## src/hdl/ntm_divider_pkg.sv

```systemverilog
package ntm_divider_pkg;

  ////////////////////////////////////////
  // Datapath widths
  ////////////////////////////////////////

  // Operand, modulus and result width
  localparam int DATA_WIDTH = 16;

  // Vector length and element counters
  // 255 elements at most
  localparam int INDEX_WIDTH = 8;

  ////////////////////////////////////////
  // Lane organisation
  ////////////////////////////////////////

  // Even elements to lane 0, odd elements to lane 1
  localparam int LANE_COUNT = 2;

  // Bits needed to name one lane
  localparam int LANE_SEL_WIDTH = $clog2(LANE_COUNT);

  ////////////////////////////////////////
  // Scalar divider latency
  ////////////////////////////////////////

  // Load cycle, quotient pass, modulus pass
  // Start pulse to done pulse, in cycles
  localparam int DIVIDE_STEPS = 2 * DATA_WIDTH + 1;

endpackage

```

## src/hdl/ntm_scalar_divider.sv

```systemverilog
`timescale 1ns/1ns

module ntm_scalar_divider
  import ntm_divider_pkg::*;
(
  input  logic                  CLK,
  input  logic                  RST,
  input  logic                  start,
  input  logic [DATA_WIDTH-1:0] modulo,
  input  logic [DATA_WIDTH-1:0] data_a,
  input  logic [DATA_WIDTH-1:0] data_b,
  output logic                  done,
  output logic [DATA_WIDTH-1:0] result
);

  ////////////////////////////////////////
  // Signals
  ////////////////////////////////////////

  // Control
  logic                            busy;
  logic [$clog2(DIVIDE_STEPS)-1:0] step;
  logic                            modulo_pass;
  logic                            quot_end;
  logic                            last_step;

  // Dividend bits, consumed from the top
  // Quotient bits enter at the bottom
  logic [DATA_WIDTH-1:0] work;
  logic [DATA_WIDTH-1:0] work_next;

  // Partial remainder
  logic [DATA_WIDTH-1:0] rem;
  logic [DATA_WIDTH-1:0] rem_next;

  // Quotient kept for the unreduced case
  logic [DATA_WIDTH-1:0] quotient;

  // One restoring step
  logic [DATA_WIDTH-1:0] divisor;
  logic [DATA_WIDTH:0]   trial;
  logic [DATA_WIDTH:0]   diff;
  logic                  fits;

  ////////////////////////////////////////
  // Restoring step
  ////////////////////////////////////////

  // First pass divides by A, second pass by the modulus
  assign modulo_pass = (step >= DATA_WIDTH);
  assign divisor     = modulo_pass ? modulo : data_a;

  // Bring down the next dividend bit
  assign trial = {rem, work[DATA_WIDTH-1]};
  assign diff  = trial - {1'b0, divisor};

  // Zero divisor always fits, so the quotient fills with ones
  assign fits = (trial >= {1'b0, divisor});

  // Remainder stays below the divisor, top bit is always clear
  assign rem_next  = fits ? diff[DATA_WIDTH-1:0] : trial[DATA_WIDTH-1:0];
  assign work_next = {work[DATA_WIDTH-2:0], fits};

  // Step markers
  assign quot_end  = (step == DATA_WIDTH - 1);
  assign last_step = (step == DIVIDE_STEPS - 2);

  ////////////////////////////////////////
  // Sequencing
  ////////////////////////////////////////

  always_ff @(posedge CLK or posedge RST) begin
    if (RST) begin
      busy <= 1'b0;
      step <= '0;
      done <= 1'b0;
    end else begin
      // Done is a single pulse
      done <= 1'b0;
      if (!busy) begin
        if (start) begin
          busy <= 1'b1;
          step <= '0;
        end
      end else begin
        step <= step + 1'b1;
        if (last_step) begin
          busy <= 1'b0;
          done <= 1'b1;
        end
      end
    end
  end

  ////////////////////////////////////////
  // Datapath
  ////////////////////////////////////////

  always_ff @(posedge CLK) begin
    if (!busy) begin
      // Load cycle
      if (start) begin
        work <= data_b;
        rem  <= '0;
      end
    end else begin
      work <= work_next;

      // Quotient complete, restart remainder for the modulus pass
      if (quot_end) begin
        rem      <= '0;
        quotient <= work_next;
      end else begin
        rem <= rem_next;
      end

      // Modulus of zero means no reduction
      if (last_step) begin
        result <= (modulo == '0) ? quotient : rem_next;
      end
    end
  end

endmodule

```

## src/hdl/ntm_element_dispatcher.sv

```systemverilog
`timescale 1ns/1ns

module ntm_element_dispatcher
  import ntm_divider_pkg::*;
(
  input  logic                   CLK,
  input  logic                   RST,
  input  logic                   START,
  input  logic [INDEX_WIDTH-1:0] SIZE_IN,
  input  logic [DATA_WIDTH-1:0]  MODULO_IN,
  input  logic [DATA_WIDTH-1:0]  DATA_A_IN,
  input  logic [DATA_WIDTH-1:0]  DATA_B_IN,
  input  logic                   DATA_A_IN_ENABLE,
  input  logic                   DATA_B_IN_ENABLE,
  input  logic                   lane_done_0,
  input  logic                   lane_done_1,
  input  logic                   slot_full_0,
  input  logic                   slot_full_1,
  output logic                   ACCEPT,
  output logic                   lane_start_0,
  output logic                   lane_start_1,
  output logic [DATA_WIDTH-1:0]  lane_a_0,
  output logic [DATA_WIDTH-1:0]  lane_b_0,
  output logic [DATA_WIDTH-1:0]  lane_a_1,
  output logic [DATA_WIDTH-1:0]  lane_b_1,
  output logic [DATA_WIDTH-1:0]  lane_modulo,
  output logic                   vector_start,
  output logic [INDEX_WIDTH-1:0] vector_size,
  output logic                   empty_vector
);

  ////////////////////////////////////////
  // Signals
  ////////////////////////////////////////

  // Idle, taking operands, waiting on a lane or draining
  typedef enum logic [1:0] {
    st_idle,
    st_input,
    st_issue
  } state_t;

  state_t state;

  // Vector progress
  logic [INDEX_WIDTH-1:0] size_q;
  logic [INDEX_WIDTH-1:0] issued_count;
  logic                   last_elem;

  // Lane bookkeeping
  logic [LANE_COUNT-1:0]     lane_busy;
  logic [LANE_COUNT-1:0]     lane_done;
  logic [LANE_COUNT-1:0]     slot_full;
  logic [LANE_SEL_WIDTH-1:0] target_lane;
  logic                      lane_free;
  logic                      drained;

  // Operand holding
  logic                  a_valid;
  logic                  b_valid;
  logic [DATA_WIDTH-1:0] a_q;
  logic [DATA_WIDTH-1:0] b_q;
  logic                  a_load;
  logic                  b_load;
  logic                  a_have;
  logic                  b_have;
  logic [DATA_WIDTH-1:0] a_next;
  logic [DATA_WIDTH-1:0] b_next;
  logic                  pair_ready;
  logic                  issue;

  ////////////////////////////////////////
  // Operand pairing
  ////////////////////////////////////////

  assign ACCEPT = (state == st_input);

  // Enables outside ACCEPT are dropped
  assign a_load = ACCEPT && DATA_A_IN_ENABLE;
  assign b_load = ACCEPT && DATA_B_IN_ENABLE;

  // Freshly loaded operand takes priority over the held one
  assign a_have = a_valid || a_load;
  assign b_have = b_valid || b_load;
  assign a_next = a_load ? DATA_A_IN : a_q;
  assign b_next = b_load ? DATA_B_IN : b_q;

  assign pair_ready = a_have && b_have;

  ////////////////////////////////////////
  // Lane selection
  ////////////////////////////////////////

  assign lane_done = {lane_done_1, lane_done_0};
  assign slot_full = {slot_full_1, slot_full_0};

  // Element k goes to lane k mod 2
  assign target_lane = issued_count[LANE_SEL_WIDTH-1:0];

  // Lane must be idle and its collector slot empty
  assign lane_free = !lane_busy[target_lane] && !slot_full[target_lane];
  assign issue     = pair_ready && lane_free;
  assign last_elem = (issued_count == size_q - 1'b1);

  // Every result has left the collector
  assign drained = (lane_busy == '0) && (slot_full == '0);

  assign vector_size = size_q;

  ////////////////////////////////////////
  // Control FSM
  ////////////////////////////////////////

  always_ff @(posedge CLK or posedge RST) begin
    if (RST) begin
      state        <= st_idle;
      size_q       <= '0;
      issued_count <= '0;
      lane_busy    <= '0;
      a_valid      <= 1'b0;
      b_valid      <= 1'b0;
      lane_start_0 <= 1'b0;
      lane_start_1 <= 1'b0;
      vector_start <= 1'b0;
      empty_vector <= 1'b0;
    end else begin
      vector_start <= 1'b0;
      empty_vector <= 1'b0;
      lane_start_0 <= issue && (target_lane == '0);
      lane_start_1 <= issue && (target_lane == LANE_SEL_WIDTH'(1));

      // Busy from start pulse until done pulse
      for (int k = 0; k < LANE_COUNT; k++) begin
        if (lane_done[k]) begin
          lane_busy[k] <= 1'b0;
        end
      end
      if (issue) begin
        lane_busy[target_lane] <= 1'b1;
      end

      // Flags clear once the pair leaves for a lane
      a_valid <= issue ? 1'b0 : a_have;
      b_valid <= issue ? 1'b0 : b_have;

      case (state)
        st_idle: begin
          if (START) begin
            size_q       <= SIZE_IN;
            issued_count <= '0;
            if (SIZE_IN == '0) begin
              empty_vector <= 1'b1;
            end else begin
              vector_start <= 1'b1;
              state        <= st_input;
            end
          end
        end
        st_input, st_issue: begin
          if (issue) begin
            issued_count <= issued_count + 1'b1;
            // After the last element only the drain is left
            state <= last_elem ? st_issue : st_input;
          end else if (pair_ready) begin
            // Pair waits for its lane, input stalls
            state <= st_issue;
          end else if (state == st_issue && drained) begin
            state <= st_idle;
          end
        end
        default: begin
          state <= st_idle;
        end
      endcase
    end
  end

  ////////////////////////////////////////
  // Operand registers
  ////////////////////////////////////////

  always_ff @(posedge CLK) begin
    if (state == st_idle && START) begin
      lane_modulo <= MODULO_IN;
    end
    if (a_load) begin
      a_q <= DATA_A_IN;
    end
    if (b_load) begin
      b_q <= DATA_B_IN;
    end
    // Held steady by the lane until its done pulse
    if (issue && target_lane == '0) begin
      lane_a_0 <= a_next;
      lane_b_0 <= b_next;
    end
    if (issue && target_lane == LANE_SEL_WIDTH'(1)) begin
      lane_a_1 <= a_next;
      lane_b_1 <= b_next;
    end
  end

endmodule

```

## src/hdl/ntm_result_collector.sv

```systemverilog
`timescale 1ns/1ns

module ntm_result_collector
  import ntm_divider_pkg::*;
(
  input  logic                   CLK,
  input  logic                   RST,
  input  logic                   vector_start,
  input  logic [INDEX_WIDTH-1:0] vector_size,
  input  logic                   empty_vector,
  input  logic                   lane_done_0,
  input  logic                   lane_done_1,
  input  logic [DATA_WIDTH-1:0]  lane_result_0,
  input  logic [DATA_WIDTH-1:0]  lane_result_1,
  output logic                   slot_full_0,
  output logic                   slot_full_1,
  output logic [DATA_WIDTH-1:0]  DATA_OUT,
  output logic                   DATA_OUT_ENABLE,
  output logic                   READY
);

  ////////////////////////////////////////
  // Signals
  ////////////////////////////////////////

  // Lane inputs as arrays
  logic [LANE_COUNT-1:0] lane_done;
  logic [DATA_WIDTH-1:0] lane_result [LANE_COUNT];

  // One result slot per lane
  logic [LANE_COUNT-1:0] slot_full;
  logic [DATA_WIDTH-1:0] slot_data [LANE_COUNT];

  // Ordering
  logic [LANE_SEL_WIDTH-1:0] turn;
  logic [INDEX_WIDTH-1:0]    size_q;
  logic [INDEX_WIDTH-1:0]    sent_count;

  // Emission
  logic                  turn_full;
  logic                  turn_done;
  logic                  bypass;
  logic                  emit;
  logic [DATA_WIDTH-1:0] emit_data;

  assign lane_done      = {lane_done_1, lane_done_0};
  assign lane_result[0] = lane_result_0;
  assign lane_result[1] = lane_result_1;
  assign slot_full_0    = slot_full[0];
  assign slot_full_1    = slot_full[1];

  ////////////////////////////////////////
  // Merge in element order
  ////////////////////////////////////////

  assign turn_full = slot_full[turn];
  assign turn_done = lane_done[turn];

  // Result of the turn lane skips its slot
  assign bypass    = turn_done && !turn_full;
  assign emit      = turn_full || turn_done;
  assign emit_data = turn_full ? slot_data[turn] : lane_result[turn];

  always_ff @(posedge CLK or posedge RST) begin
    if (RST) begin
      slot_full       <= '0;
      turn            <= '0;
      size_q          <= '0;
      sent_count      <= '0;
      DATA_OUT        <= '0;
      DATA_OUT_ENABLE <= 1'b0;
      READY           <= 1'b0;
    end else begin
      DATA_OUT_ENABLE <= emit;

      // Cycle after the last result, or straight from an empty vector
      READY <= empty_vector || (DATA_OUT_ENABLE && sent_count == size_q);

      // Out-of-turn results park until their turn
      for (int k = 0; k < LANE_COUNT; k++) begin
        if (lane_done[k] && !(bypass && turn == k)) begin
          slot_full[k] <= 1'b1;
        end
      end

      if (emit) begin
        if (turn_full) begin
          slot_full[turn] <= 1'b0;
        end
        DATA_OUT   <= emit_data;
        turn       <= turn + 1'b1;
        sent_count <= sent_count + 1'b1;
      end

      // New vector starts at lane 0
      if (vector_start) begin
        turn       <= '0;
        sent_count <= '0;
        size_q     <= vector_size;
      end
    end
  end

  // Slot payload
  always_ff @(posedge CLK) begin
    for (int k = 0; k < LANE_COUNT; k++) begin
      if (lane_done[k]) begin
        slot_data[k] <= lane_result[k];
      end
    end
  end

endmodule

```

## src/hdl/ntm_vector_divider.sv

```systemverilog
`timescale 1ns/1ns

module ntm_vector_divider
  import ntm_divider_pkg::*;
(
  input  logic                   CLK,
  input  logic                   RST,
  input  logic                   START,
  input  logic [INDEX_WIDTH-1:0] SIZE_IN,
  input  logic [DATA_WIDTH-1:0]  MODULO_IN,
  input  logic [DATA_WIDTH-1:0]  DATA_A_IN,
  input  logic [DATA_WIDTH-1:0]  DATA_B_IN,
  input  logic                   DATA_A_IN_ENABLE,
  input  logic                   DATA_B_IN_ENABLE,
  output logic                   ACCEPT,
  output logic [DATA_WIDTH-1:0]  DATA_OUT,
  output logic                   DATA_OUT_ENABLE,
  output logic                   READY
);

  ////////////////////////////////////////
  // Interconnect
  ////////////////////////////////////////

  // Dispatcher to lanes
  logic                  lane_start_0;
  logic                  lane_start_1;
  logic [DATA_WIDTH-1:0] lane_a_0;
  logic [DATA_WIDTH-1:0] lane_b_0;
  logic [DATA_WIDTH-1:0] lane_a_1;
  logic [DATA_WIDTH-1:0] lane_b_1;
  logic [DATA_WIDTH-1:0] lane_modulo;

  // Lanes to collector
  logic                  lane_done_0;
  logic                  lane_done_1;
  logic [DATA_WIDTH-1:0] lane_result_0;
  logic [DATA_WIDTH-1:0] lane_result_1;

  // Collector back to dispatcher
  logic slot_full_0;
  logic slot_full_1;

  // Vector framing
  logic                   vector_start;
  logic [INDEX_WIDTH-1:0] vector_size;
  logic                   empty_vector;

  ////////////////////////////////////////
  // Instances
  ////////////////////////////////////////

  ntm_element_dispatcher dispatcher (
    .CLK              (CLK),
    .RST              (RST),
    .START            (START),
    .SIZE_IN          (SIZE_IN),
    .MODULO_IN        (MODULO_IN),
    .DATA_A_IN        (DATA_A_IN),
    .DATA_B_IN        (DATA_B_IN),
    .DATA_A_IN_ENABLE (DATA_A_IN_ENABLE),
    .DATA_B_IN_ENABLE (DATA_B_IN_ENABLE),
    .lane_done_0      (lane_done_0),
    .lane_done_1      (lane_done_1),
    .slot_full_0      (slot_full_0),
    .slot_full_1      (slot_full_1),
    .ACCEPT           (ACCEPT),
    .lane_start_0     (lane_start_0),
    .lane_start_1     (lane_start_1),
    .lane_a_0         (lane_a_0),
    .lane_b_0         (lane_b_0),
    .lane_a_1         (lane_a_1),
    .lane_b_1         (lane_b_1),
    .lane_modulo      (lane_modulo),
    .vector_start     (vector_start),
    .vector_size      (vector_size),
    .empty_vector     (empty_vector)
  );

  // Even elements
  ntm_scalar_divider lane_0 (
    .CLK    (CLK),
    .RST    (RST),
    .start  (lane_start_0),
    .modulo (lane_modulo),
    .data_a (lane_a_0),
    .data_b (lane_b_0),
    .done   (lane_done_0),
    .result (lane_result_0)
  );

  // Odd elements
  ntm_scalar_divider lane_1 (
    .CLK    (CLK),
    .RST    (RST),
    .start  (lane_start_1),
    .modulo (lane_modulo),
    .data_a (lane_a_1),
    .data_b (lane_b_1),
    .done   (lane_done_1),
    .result (lane_result_1)
  );

  ntm_result_collector collector (
    .CLK             (CLK),
    .RST             (RST),
    .vector_start    (vector_start),
    .vector_size     (vector_size),
    .empty_vector    (empty_vector),
    .lane_done_0     (lane_done_0),
    .lane_done_1     (lane_done_1),
    .lane_result_0   (lane_result_0),
    .lane_result_1   (lane_result_1),
    .slot_full_0     (slot_full_0),
    .slot_full_1     (slot_full_1),
    .DATA_OUT        (DATA_OUT),
    .DATA_OUT_ENABLE (DATA_OUT_ENABLE),
    .READY           (READY)
  );

endmodule

```

## config.mk

```make
export PLATFORM = sky130hd
export DESIGN_NAME = ntm_vector_divider
export DESIGN_NICKNAME = d
export VERILOG_FILES = /design/src/hdl/ntm_divider_pkg.sv /design/src/hdl/ntm_scalar_divider.sv /design/src/hdl/ntm_element_dispatcher.sv /design/src/hdl/ntm_result_collector.sv /design/src/hdl/ntm_vector_divider.sv
export SDC_FILE = /design/constraint.sdc
export NUM_CORES = 1
export LEC_CHECK = 0
export ABC_AREA = 1
export CAP_MARGIN = 20
export CORE_AREA = 5 5 180 182
export DETAILED_ROUTE_END_ITERATION = 10
export DIE_AREA = 0 0 185 187
export DONT_BUFFER_PORTS = 1
export GPL_ROUTABILITY_DRIVEN = 0
export GPL_TIMING_DRIVEN = 0
export PLACE_DENSITY_LB_ADDON = 0.2
export SLEW_MARGIN = 10
export SYNTH_ARGS = -nofsm -noshare
export SYNTH_HDL_FRONTEND = slang
export SYNTH_SLANG_ARGS = --single-unit
```

## constraint.sdc

```tcl
create_clock -name CLK -period 6.5 [get_ports CLK]
set_input_delay 0.975 -clock CLK [delete_from_list [all_inputs] [get_ports CLK]]
set_output_delay 0.975 -clock CLK [all_outputs]
set_load 0.005 [all_outputs]
```

==> impl_metrics.tcl, run 1 <==
set metrics [dict create \
    grt_overflow 0 \
    cp-end-kind "register" \
    relSlewSlack_pct 35.6 \
    grt_pass1_vias 11500 \
    crit_arrival_ps 3920 \
    timing.reg2reg.setup_slack_ps 2850 \
    track_usage_pct 22.4 \
    route.detailed.vias_per_inst 5.37 \
    fmax_ghz 0.274 \
    design.core.area_um2 30400 \
    place.port_buffers 0 \
    die-area_um2 34600 \
    synthesis.nets 1849 \
    vias 11900 \
    crit_chain "nor2_1 > inv_1 > clkbuf_1 > o21ai_0 > ha_1 > nand2_1 > nor2_1 > nand2_1 > nand3_2 > nand2_2 > nand2_2 > nand2_4 > buf_6 > nand3_1 > nand3_1 > nand2_1" \
    cts_hold_buf 0 \
    final_util_pct 60.3 \
    drv_cap 0 \
    finalMaxSlewViolations 0 \
    reg2reg_to "lane_1.result[10]" \
    path_clk_slew_ps 60 \
    ir_drop_uv 254 \
    hold_path_class "in2async" \
    fp.dieH_um 187 \
    skew_ps 19.8 \
    largest_register "collector.slot_data" \
    slowest_delay_ps 640 \
    finalNetCount 1895 \
    reg2reg_from "lane_1.step[5]" \
    cts_made_buffers 37 \
    grt_start_max_net_pins 64 \
    layout_setup_ws_ps 2850 \
    syn_inst 1745 \
    antenna_found_initial 0 \
    hpwl_um 28800 \
    critPathKind "reg2reg" \
    status "completed" \
    hold_viol 0 \
    cts_resized 0 \
    drc 0 \
    setup_tns_ps 0 \
    io_pins 80 \
    crit_cells 16 \
    syn-cell-area_um2 16500 \
    finalNonFillerCells 2216 \
    drive_gt1_share_pct 8.13 \
    nFillCells 2570 \
    p_leak_nw 8.09 \
    start_kind "register" \
    post_synth.cell_area_avg_um2 9.45 \
    rows 64 \
    drtAntennaViolNets 0 \
    worst_path_max_delay_cell "o21ai_0" \
    clockRootBuffer "clkbuf_16" \
    path_buf_inv 3 \
    post-cts-setup-buffers 0 \
    crit_start "lane_1.step[5]" \
    clk_latency_ps 530 \
    cts_sinks 351 \
    antennaDiodeCount 0 \
    drt_iter0_markers 1068 \
    setup_viol 0 \
    layout_common_cells "599 x nand2_1, 240 x edfxtp_1, 199 x inv_1" \
    layout_commonest_cell "nand2_1" \
    crit_top_cell "nand2_1" \
    yosysSeqAreaShare_pct 59.6 \
    worstPathMaxFanout 10 \
    path_delay_family "simple AND/OR/NAND/NOR gates" \
    ys_ff_latch 351 \
    area_delta_synth_final_pct 11.3 \
    routed_wl_um 38700 \
    fin_crit_sh_pct 56.1 \
    min_period_ps 3650 \
    cts_max_path_buffers 3 \
    tightest_slew_ps 966 \
    power_density_nw_per_um2 301 \
    grt_pass1_wl_um 61400 \
    reg2regPathDepth 16 \
    cts.htree.levels 2 \
    place_inst 2148 \
    largest_register_ffs 32 \
    crit_end "lane_1.result[10]" \
    die_w_um 185 \
    place_ws_ps 2880 \
    cts_tree "built" \
    rsz0062_at_grt "no" \
    crit_required_ps 6780 \
    start_util_pct 54.2 \
    first_pass_iters 5 \
    yosys_warnings 0 \
    wl_per_cell_um 17.4 \
    ys_types 49 \
]
[kinds of logic after synthesis]
group	after synthesis	share of synthesized area (%)
AND/OR/NAND/NOR	901	22.6
AO/OA/AOI/OAI	155	5.63
multiplexers	16	1.09
XOR/XNOR	28	1.49
adder cells (fa/ha/maj)	43	3.35
buffers and inverters	251	6.26
flip-flops	351	59.6
[worst min-delay path by stage]
| stage | startpoint | to | slack, ps | depth (start not counted) |
|---|---|---|---|---|
| after floorplan | dispatcher.empty_vector | collector.READY | 400 | 1 |
| after global placement | dispatcher.empty_vector | collector.READY | 420 | 1 |
| after detailed placement | dispatcher.empty_vector | collector.READY | 420 | 1 |
| after CTS | RST | collector.DATA_OUT[5] | 250 | 1 |
| after global routing | RST | collector.DATA_OUT[13] | 250 | 1 |
| final | RST | collector.DATA_OUT[9] | 250 | 1 |
[area by class of cell]
| class | instances | area (um^2) | area share, % |
|---|---|---|---|
| sequential | 351 | 9820 | 53.5 |
| multi-input combinational | 1143 | 5670 | 30.9 |
| clock buffer | 48 | 997 | 5.43 |
| inverter | 206 | 776 | 4.23 |
| tap | 396 | 495 | 2.70 |
| buffer | 45 | 259 | 1.41 |
| clock inverter | 20 | 195 | 1.06 |
| timing repair buffer | 7 | 140 | 0.764 |
[synthesized netlist by cell type (all sizes together)]
cell | n | area (um^2)
o31ai | 7 | 52.6
nand4 | 14 | 87.6
nand2 | 623 | 2420
dfxtp | 32 | 641
a22oi | 2 | 15.0
o2111ai | 13 | 114
clkinv | 1 | 3.75
buf | 18 | 148
nand3b | 5 | 37.5
o21bai | 1 | 7.51
a22o | 2 | 17.5
xnor2 | 16 | 140
inv | 205 | 769
nor2 | 123 | 479
mux2 | 16 | 180
edfxtp | 240 | 7210
a31oi | 3 | 33.8
a21oi | 33 | 195
o211ai | 3 | 22.5
xor2 | 12 | 105
a21o | 2 | 15.0
nor4 | 1 | 6.26
a211oi | 1 | 7.51
dfrtp | 79 | 1980
nand3 | 114 | 581
o22ai | 3 | 18.8
o21ai | 85 | 429
fa | 2 | 40.0
clkbuf | 27 | 111
ha | 41 | 513
nor3 | 19 | 110
and2 | 2 | 12.5
[power by group]
part	switching [mW]	internal, mW	total (mW)	leakage [nW]
logic	0.457	0.230	0.687	4.09
clock network	0.873	1.21	2.09	0.592
registers	0.107	2.64	2.75	3.41
total	1.44	4.08	5.52	8.09
[worst reg2reg max path: cells and delay by family (launching register included)]
| kind | cells | cell delay (ps) |
|---|---|---|
| flops | 1 | 410 |
| fa+ha+maj | 1 | 400 |
| buf+inv | 3 | 630 |
| compound gates | 1 | 640 |
| simple gates | 11 | 1330 |
[routing by layer]
layer / global-route usage (%) / part of all wire, %
met1: 32.6 / 45
met2: 35.6 / 46
met3: 3.44 / 6.6
met4: 5.39 / 2.1
met5: 0 / 0
[per-stage QoR]
step                instance area (um^2)  total power [mW]  hold WS (ps)
finish                             18400              5.52           251
global route                       18400              5.77           251
CTS                                18400              5.55           245
detailed placement                 17200              3.47           420
global placement                   17000              3.44           416
floorplan                          16500              3.26           404
Note: power is estimated with default switching activity, not from simulation.
==> inputs of run 2 (changes only) <==
==> constraint.sdc (replaced) <==
create_clock -name CLK -period 3.2 [get_ports CLK]
set_input_delay 0.48 -clock CLK [delete_from_list [all_inputs] [get_ports CLK]]
set_output_delay 0.48 -clock CLK [all_outputs]
set_load 0.005 [all_outputs]
==> impl_metrics.tcl, run 2 (synthesis gave the netlist of run 1 again) <==
set metrics [dict create \
    die-area_um2 34600 \
    worst_path_max_delay_cell "dfrtp_1" \
    layout_commonest_cell "nand2_1" \
    crit_required_ps 3480 \
    grt_overflow 0 \
    path_clk_slew_ps 60 \
    critPathKind "reg2reg" \
    fin_crit_sh_pct 95.9 \
    vias 11900 \
    drtAntennaViolNets 0 \
    timing.reg2reg.setup_slack_ps 130 \
    p_total_mw 11.2 \
    antennaDiodeCount 0 \
    fmax_ghz 0.326 \
    finalNetCount 1911 \
    hold-worst-slack_ps 35.9 \
    path_delay_family "simple AND/OR/NAND/NOR gates" \
    grt_start_max_net_pins 64 \
    min_to "dispatcher.lane_modulo[12]" \
    min_period_ps 3070 \
    cts_sinks 351 \
    crit_arrival_ps 3340 \
    clockRootBuffer "clkbuf_16" \
    layout_common_cells "598 x nand2_1, 240 x edfxtp_1, 199 x inv_1" \
    layout_setup_ws_ps 132 \
    drc 0 \
    grt_pass1_vias 11600 \
    worstPathMaxFanout 10 \
    cts_max_path_buffers 3 \
    ir_drop_uv 515 \
    hpwl_um 28800 \
    first_pass_iters 6 \
    start_kind "register" \
    clockPowerShare_pct 37.8 \
    skew_ps 20.1 \
    io_pins 80 \
    p_sw_share_pct 26.1 \
    setup_viol 0 \
    drv_cap 0 \
    power_frac_comb_pct 12.4 \
    final_util_pct 61.0 \
    p_int_mw 8.30 \
    hold_start "MODULO_IN[12]" \
    die_w_um 185 \
    netSwitchingPower_mw 2.93 \
    tightest_slew_ps 943 \
    cts.htree.levels 2 \
    rows 64 \
    route.detailed.vias_per_inst 5.35 \
    cts_tree "built" \
    min_delay_path_depth 0 \
    routed_wl_um 39100 \
    clk_latency_ps 540 \
    crit_chain "nor2_4 > inv_1 > buf_2 > nand2_1 > o21ai_2 > ha_1 > nand2_2 > nor2_1 > nand2_1 > nand3_2 > nand2_2 > nand2_2 > nand2_4 > nand2_4 > buf_6 > nand2_1 > nand3_1 > nand2_1" \
    path_buf_inv 3 \
    relSlewSlack_pct 37.1 \
    status "completed" \
    track_usage_pct 22.4 \
    seqPwrFrac_pct 49.7 \
    area_delta_synth_final_pct 12.6 \
    drt_iter0_markers 1118 \
    wl_per_cell_um 17.5 \
    power_density_nw_per_um2 605 \
    finalMaxSlewViolations 0 \
    place_ws_ps -418 \
    cp-end-kind "register" \
    reg2reg_from "lane_1.step[5]" \
    design.core.area_um2 30400 \
    place.port_buffers 0 \
    p_leak_nw 8.22 \
    start_util_pct 54.2 \
    drive_gt1_share_pct 10.0 \
    cts_made_buffers 37 \
    slowest_delay_ps 440 \
    hold_viol 0 \
    hold_path_class "in2reg" \
    largest_register_ffs 32 \
    fp.dieH_um 187 \
    reg2reg_to "lane_1.result[10]" \
    largest_register "collector.slot_data" \
    reg2regPathDepth 18 \
    crit_top_cell "nand2_1" \
    rsz0062_at_grt "yes" \
    antenna_found_initial 0 \
    grt_pass1_wl_um 61600 \
]
-- run 2: cell count changes in the layout (fill, tap and decap cells not counted), sizes merged --
cell and change:
buf +20, clkbuf -5, dlygate4sd3 +1
-- run 2: worst max-delay path by stage --
stage	from	endpoint	slack, ps	cells after the start
3_3_place_gp	dispatcher.state[1]	dispatcher.lane_a_1[5]	-1130	6
6_report	lane_1.step[5]	lane_1.result[10]	130	18
3_5_place_dp	lane_1.step[5]	lane_1.result[6]	-420	16
2_1_floorplan	dispatcher.state[1]	dispatcher.lane_a_0[0]	320	6
4_1_cts	lane_1.step[5]	lane_1.result[10]	2	14
5_1_grt	lane_0.step[4]	lane_0.result[6]	-40	18
-- run 2: timing repair --
action | in CTS | in global routing
endpoints found under the hold margin | 16 | 0
hold buffers | 1 | 0
resized for setup | 30 | 26
endpoints found under the setup margin | 59 | 48
buffers inserted | 2 | 13
pin swaps | 0 | 12
-- run 2: cell type report --
class / count / area (um^2)
fillers: 2537 / 11900
flip-flops and latches: 351 / 9830
multi-input cells: 1143 / 5750
clock buffers: 48 / 997
inverters: 206 / 776
well taps: 396 / 495
plain buffers: 45 / 272
repair buffers: 23 / 263
clock inverters: 20 / 195
-- run 2: worst reg2reg max path, cell delays in order (launching register included) --
cell     delay (ps)
dfrtp_1         440
nor2_4          180
inv_1           120
buf_2           220
nand2_1         100
o21ai_2          90
ha_1            390
nand2_2         100
nor2_1          100
nand2_1          80
nand3_2         110
nand2_2          90
nand2_2         110
nand2_4         110
nand2_4         130
buf_6           150
nand2_1          80
nand3_1         150
nand2_1          80
-- run 2: through the flow --
stage / TNS, ps / area [um^2] / std cells
after floorplan: 0 / 16500 / 1745
after global placement: -94470 / 17000 / 2141
after detailed placement: -11860 / 17200 / 2148
after CTS: 0 / 18400 / 2219
after global routing: -78.6 / 18600 / 2232
final: 0 / 18600 / 2232
-- run 2: routing by layer --
| layer | track usage, % | vias up | share of wire (%) |
|---|---|---|---|
| met4 | 5.67 | 0 | 2.3 |
| met3 | 3.48 | 63 | 5.9 |
| met2 | 35.7 | 351 | 46 |
| li1 | - | 5860 | - |
| met5 | 0 | - | 0 |
| met1 | 32.5 | 5664 | 46 |
-- run 2: power by group through the flow --
stage,combinational [mW],clock (mW),sequential (mW)
3_5_place_dp,1.39,0,5.67
3_3_place_gp,1.34,0,5.65
5_1_grt,1.60,4.50,5.62
6_report,1.40,4.25,5.58
2_1_floorplan,1.03,0,5.60
4_1_cts,1.40,4.29,5.58
==> inputs of run 3 (changes only) <==
--- a/config.mk
+++ b/config.mk
@@ -7,9 +7,9 @@
 export LEC_CHECK = 0
 export ABC_AREA = 1
 export CAP_MARGIN = 20
-export CORE_AREA = 5 5 180 182
+export CORE_AREA = 5 5 200 163
 export DETAILED_ROUTE_END_ITERATION = 10
-export DIE_AREA = 0 0 185 187
+export DIE_AREA = 0 0 205 168
 export DONT_BUFFER_PORTS = 1
 export GPL_ROUTABILITY_DRIVEN = 0
 export GPL_TIMING_DRIVEN = 0
==> impl_metrics.tcl, run 3 (synthesis gave the netlist of run 1 again) <==
set metrics [dict create \
    grt_start_max_net_pins 64 \
    min_delay_path_depth 0 \
    route.detailed.vias_per_inst 5.38 \
    clockPowerShare_pct 36.3 \
    io_pins 80 \
    hpwl_um 29300 \
    reg2regPathDepth 16 \
    clockRootBuffer "clkbuf_16" \
    layout_common_cells "598 x nand2_1, 240 x edfxtp_1, 198 x inv_1" \
    die_w_um 205 \
    p_sw_share_pct 26.3 \
    p_total_mw 11.0 \
    wl_met1_um 19200 \
    vias 12100 \
    min_period_ps 3060 \
    ir_drop_uv 554 \
    drive_gt1_share_pct 10.3 \
    drv_cap 0 \
    critPathKind "reg2reg" \
    layout_setup_ws_ps 142 \
    place_ws_ps -869 \
    drc 0 \
    die-area_um2 34400 \
    cts_tree "built" \
    cts_sinks 351 \
    top_layer "met5" \
    drt_iter0_markers 1138 \
    antenna_found_initial 1 \
    hold-worst-slack_ps 44.2 \
    p_leak_nw 8.17 \
    skew_ps 16.6 \
    p_int_mw 8.10 \
    clk_latency_ps 530 \
    fin_crit_sh_pct 95.6 \
    largest_register_ffs 32 \
    placed_cell_area_um2 17200 \
    start_kind "register" \
    power_frac_comb_pct 12.9 \
    crit_required_ps 3460 \
    grt_pass1_wl_um 62500 \
    hold_path_class "in2reg" \
    track_usage_pct 23.2 \
    grt_overflow 0 \
    netSwitchingPower_mw 2.89 \
    path_clk_slew_ps 60 \
    power_density_nw_per_um2 591 \
    grt_pass1_vias 11300 \
    wl_per_cell_um 17.6 \
    layout_commonest_cell "nand2_1" \
    setup_tns_ps 0 \
    routed_wl_um 39500 \
    met2RoutedLength_um 16300 \
    first_pass_iters 6 \
    crit_chain "nor2_4 > inv_1 > clkbuf_2 > o21ai_0 > ha_1 > nand2_1 > inv_1 > nand2_1 > nand2_1 > a21oi_2 > nand2_2 > nand2_4 > buf_6 > nand3_1 > nand3_1 > nand2_1" \
    rows 57 \
    seqPwrFrac_pct 50.8 \
    fmax_ghz 0.327 \
    finalNetCount 1904 \
    place.port_buffers 0 \
    design.core.area_um2 30200 \
    tightest_slew_ps 990 \
    crit_top_cell "nand2_1" \
    finalNonFillerCells 2242 \
    cts.htree.levels 2 \
    cts_made_buffers 36 \
    area_delta_synth_final_pct 12.8 \
    cp-end-kind "register" \
    place_inst 2166 \
    wl_met3_um 3030 \
    worst_path_max_delay_cell "dfrtp_2" \
    drtAntennaViolNets 0 \
    status "completed" \
    slowest_delay_ps 440 \
    largest_register "collector.slot_data" \
    cts_max_path_buffers 3 \
    relSlewSlack_pct 34.0 \
    worstPathMaxFanout 10 \
    hold_viol 0 \
    final_util_pct 61.7 \
    start_util_pct 54.7 \
    setup_viol 0 \
    finalMaxSlewViolations 0 \
    crit_arrival_ps 3320 \
    fin_area_um2 18600 \
    fp.dieH_um 168 \
]
-- run 3: final timing paths --
path	from	slack, ps	endpoint
worst max-delay path	lane_0.step[4]	140	lane_0.result[11]
max in group asynchronous	RST	2210	lane_0.step[4]
worst min register to register	dispatcher.empty_vector	430	collector.READY
min in group asynchronous	RST	380	collector.DATA_OUT[6]
worst min-delay path	MODULO_IN[12]	40	dispatcher.lane_modulo[12]
worst max register to register	lane_0.step[4]	140	lane_0.result[11]
-- run 3: power groups by stage --
stage	clock (mW)	sequential, mW	combinational [mW]
after floorplan	0	5.60	1.03
final	3.99	5.58	1.41
after global placement	0	5.65	1.34
after detailed placement	0	5.67	1.39
after global routing	4.28	5.63	1.61
after CTS	4.07	5.58	1.41
-- run 3: routing by layer --
layer | track usage [%] | vias to the layer above
met4 | 6.23 | 2
met3 | 4.17 | 68
li1 | - | 5856
met1 | 37.4 | 5683
met5 | 0 | -
met2 | 32.1 | 453
-- run 3: critical path: cells and delay by family (launching register included) --
family,cells,cell delay [ps]
compound gates,2,500
simple gates,9,1020
buf+inv,4,480
fa+ha+maj,1,340
flops,1,440
-- run 3: area by class of cell --
cell class              instances  area [um^2]
fillers                      2445        11600
clock buffers                  47          983
plain buffers                  45          283
clock inverters                19          133
diodes                          1         2.50
well taps                     413          517
multi-input cells            1143         5870
flip-flops and latches        351         9830
repair buffers                 17          214
inverters                     206          776
-- run 3: repair_timing --
action | 4_1_cts | 5_1_grt
pin swaps | 2 | 6
resized for setup | 41 | 33
cloned | 0 | 0
hold endpoints to repair | 16 | 0
hold buffers | 1 | 0
setup endpoints to repair | 48 | 53
setup buffers | 3 | 5
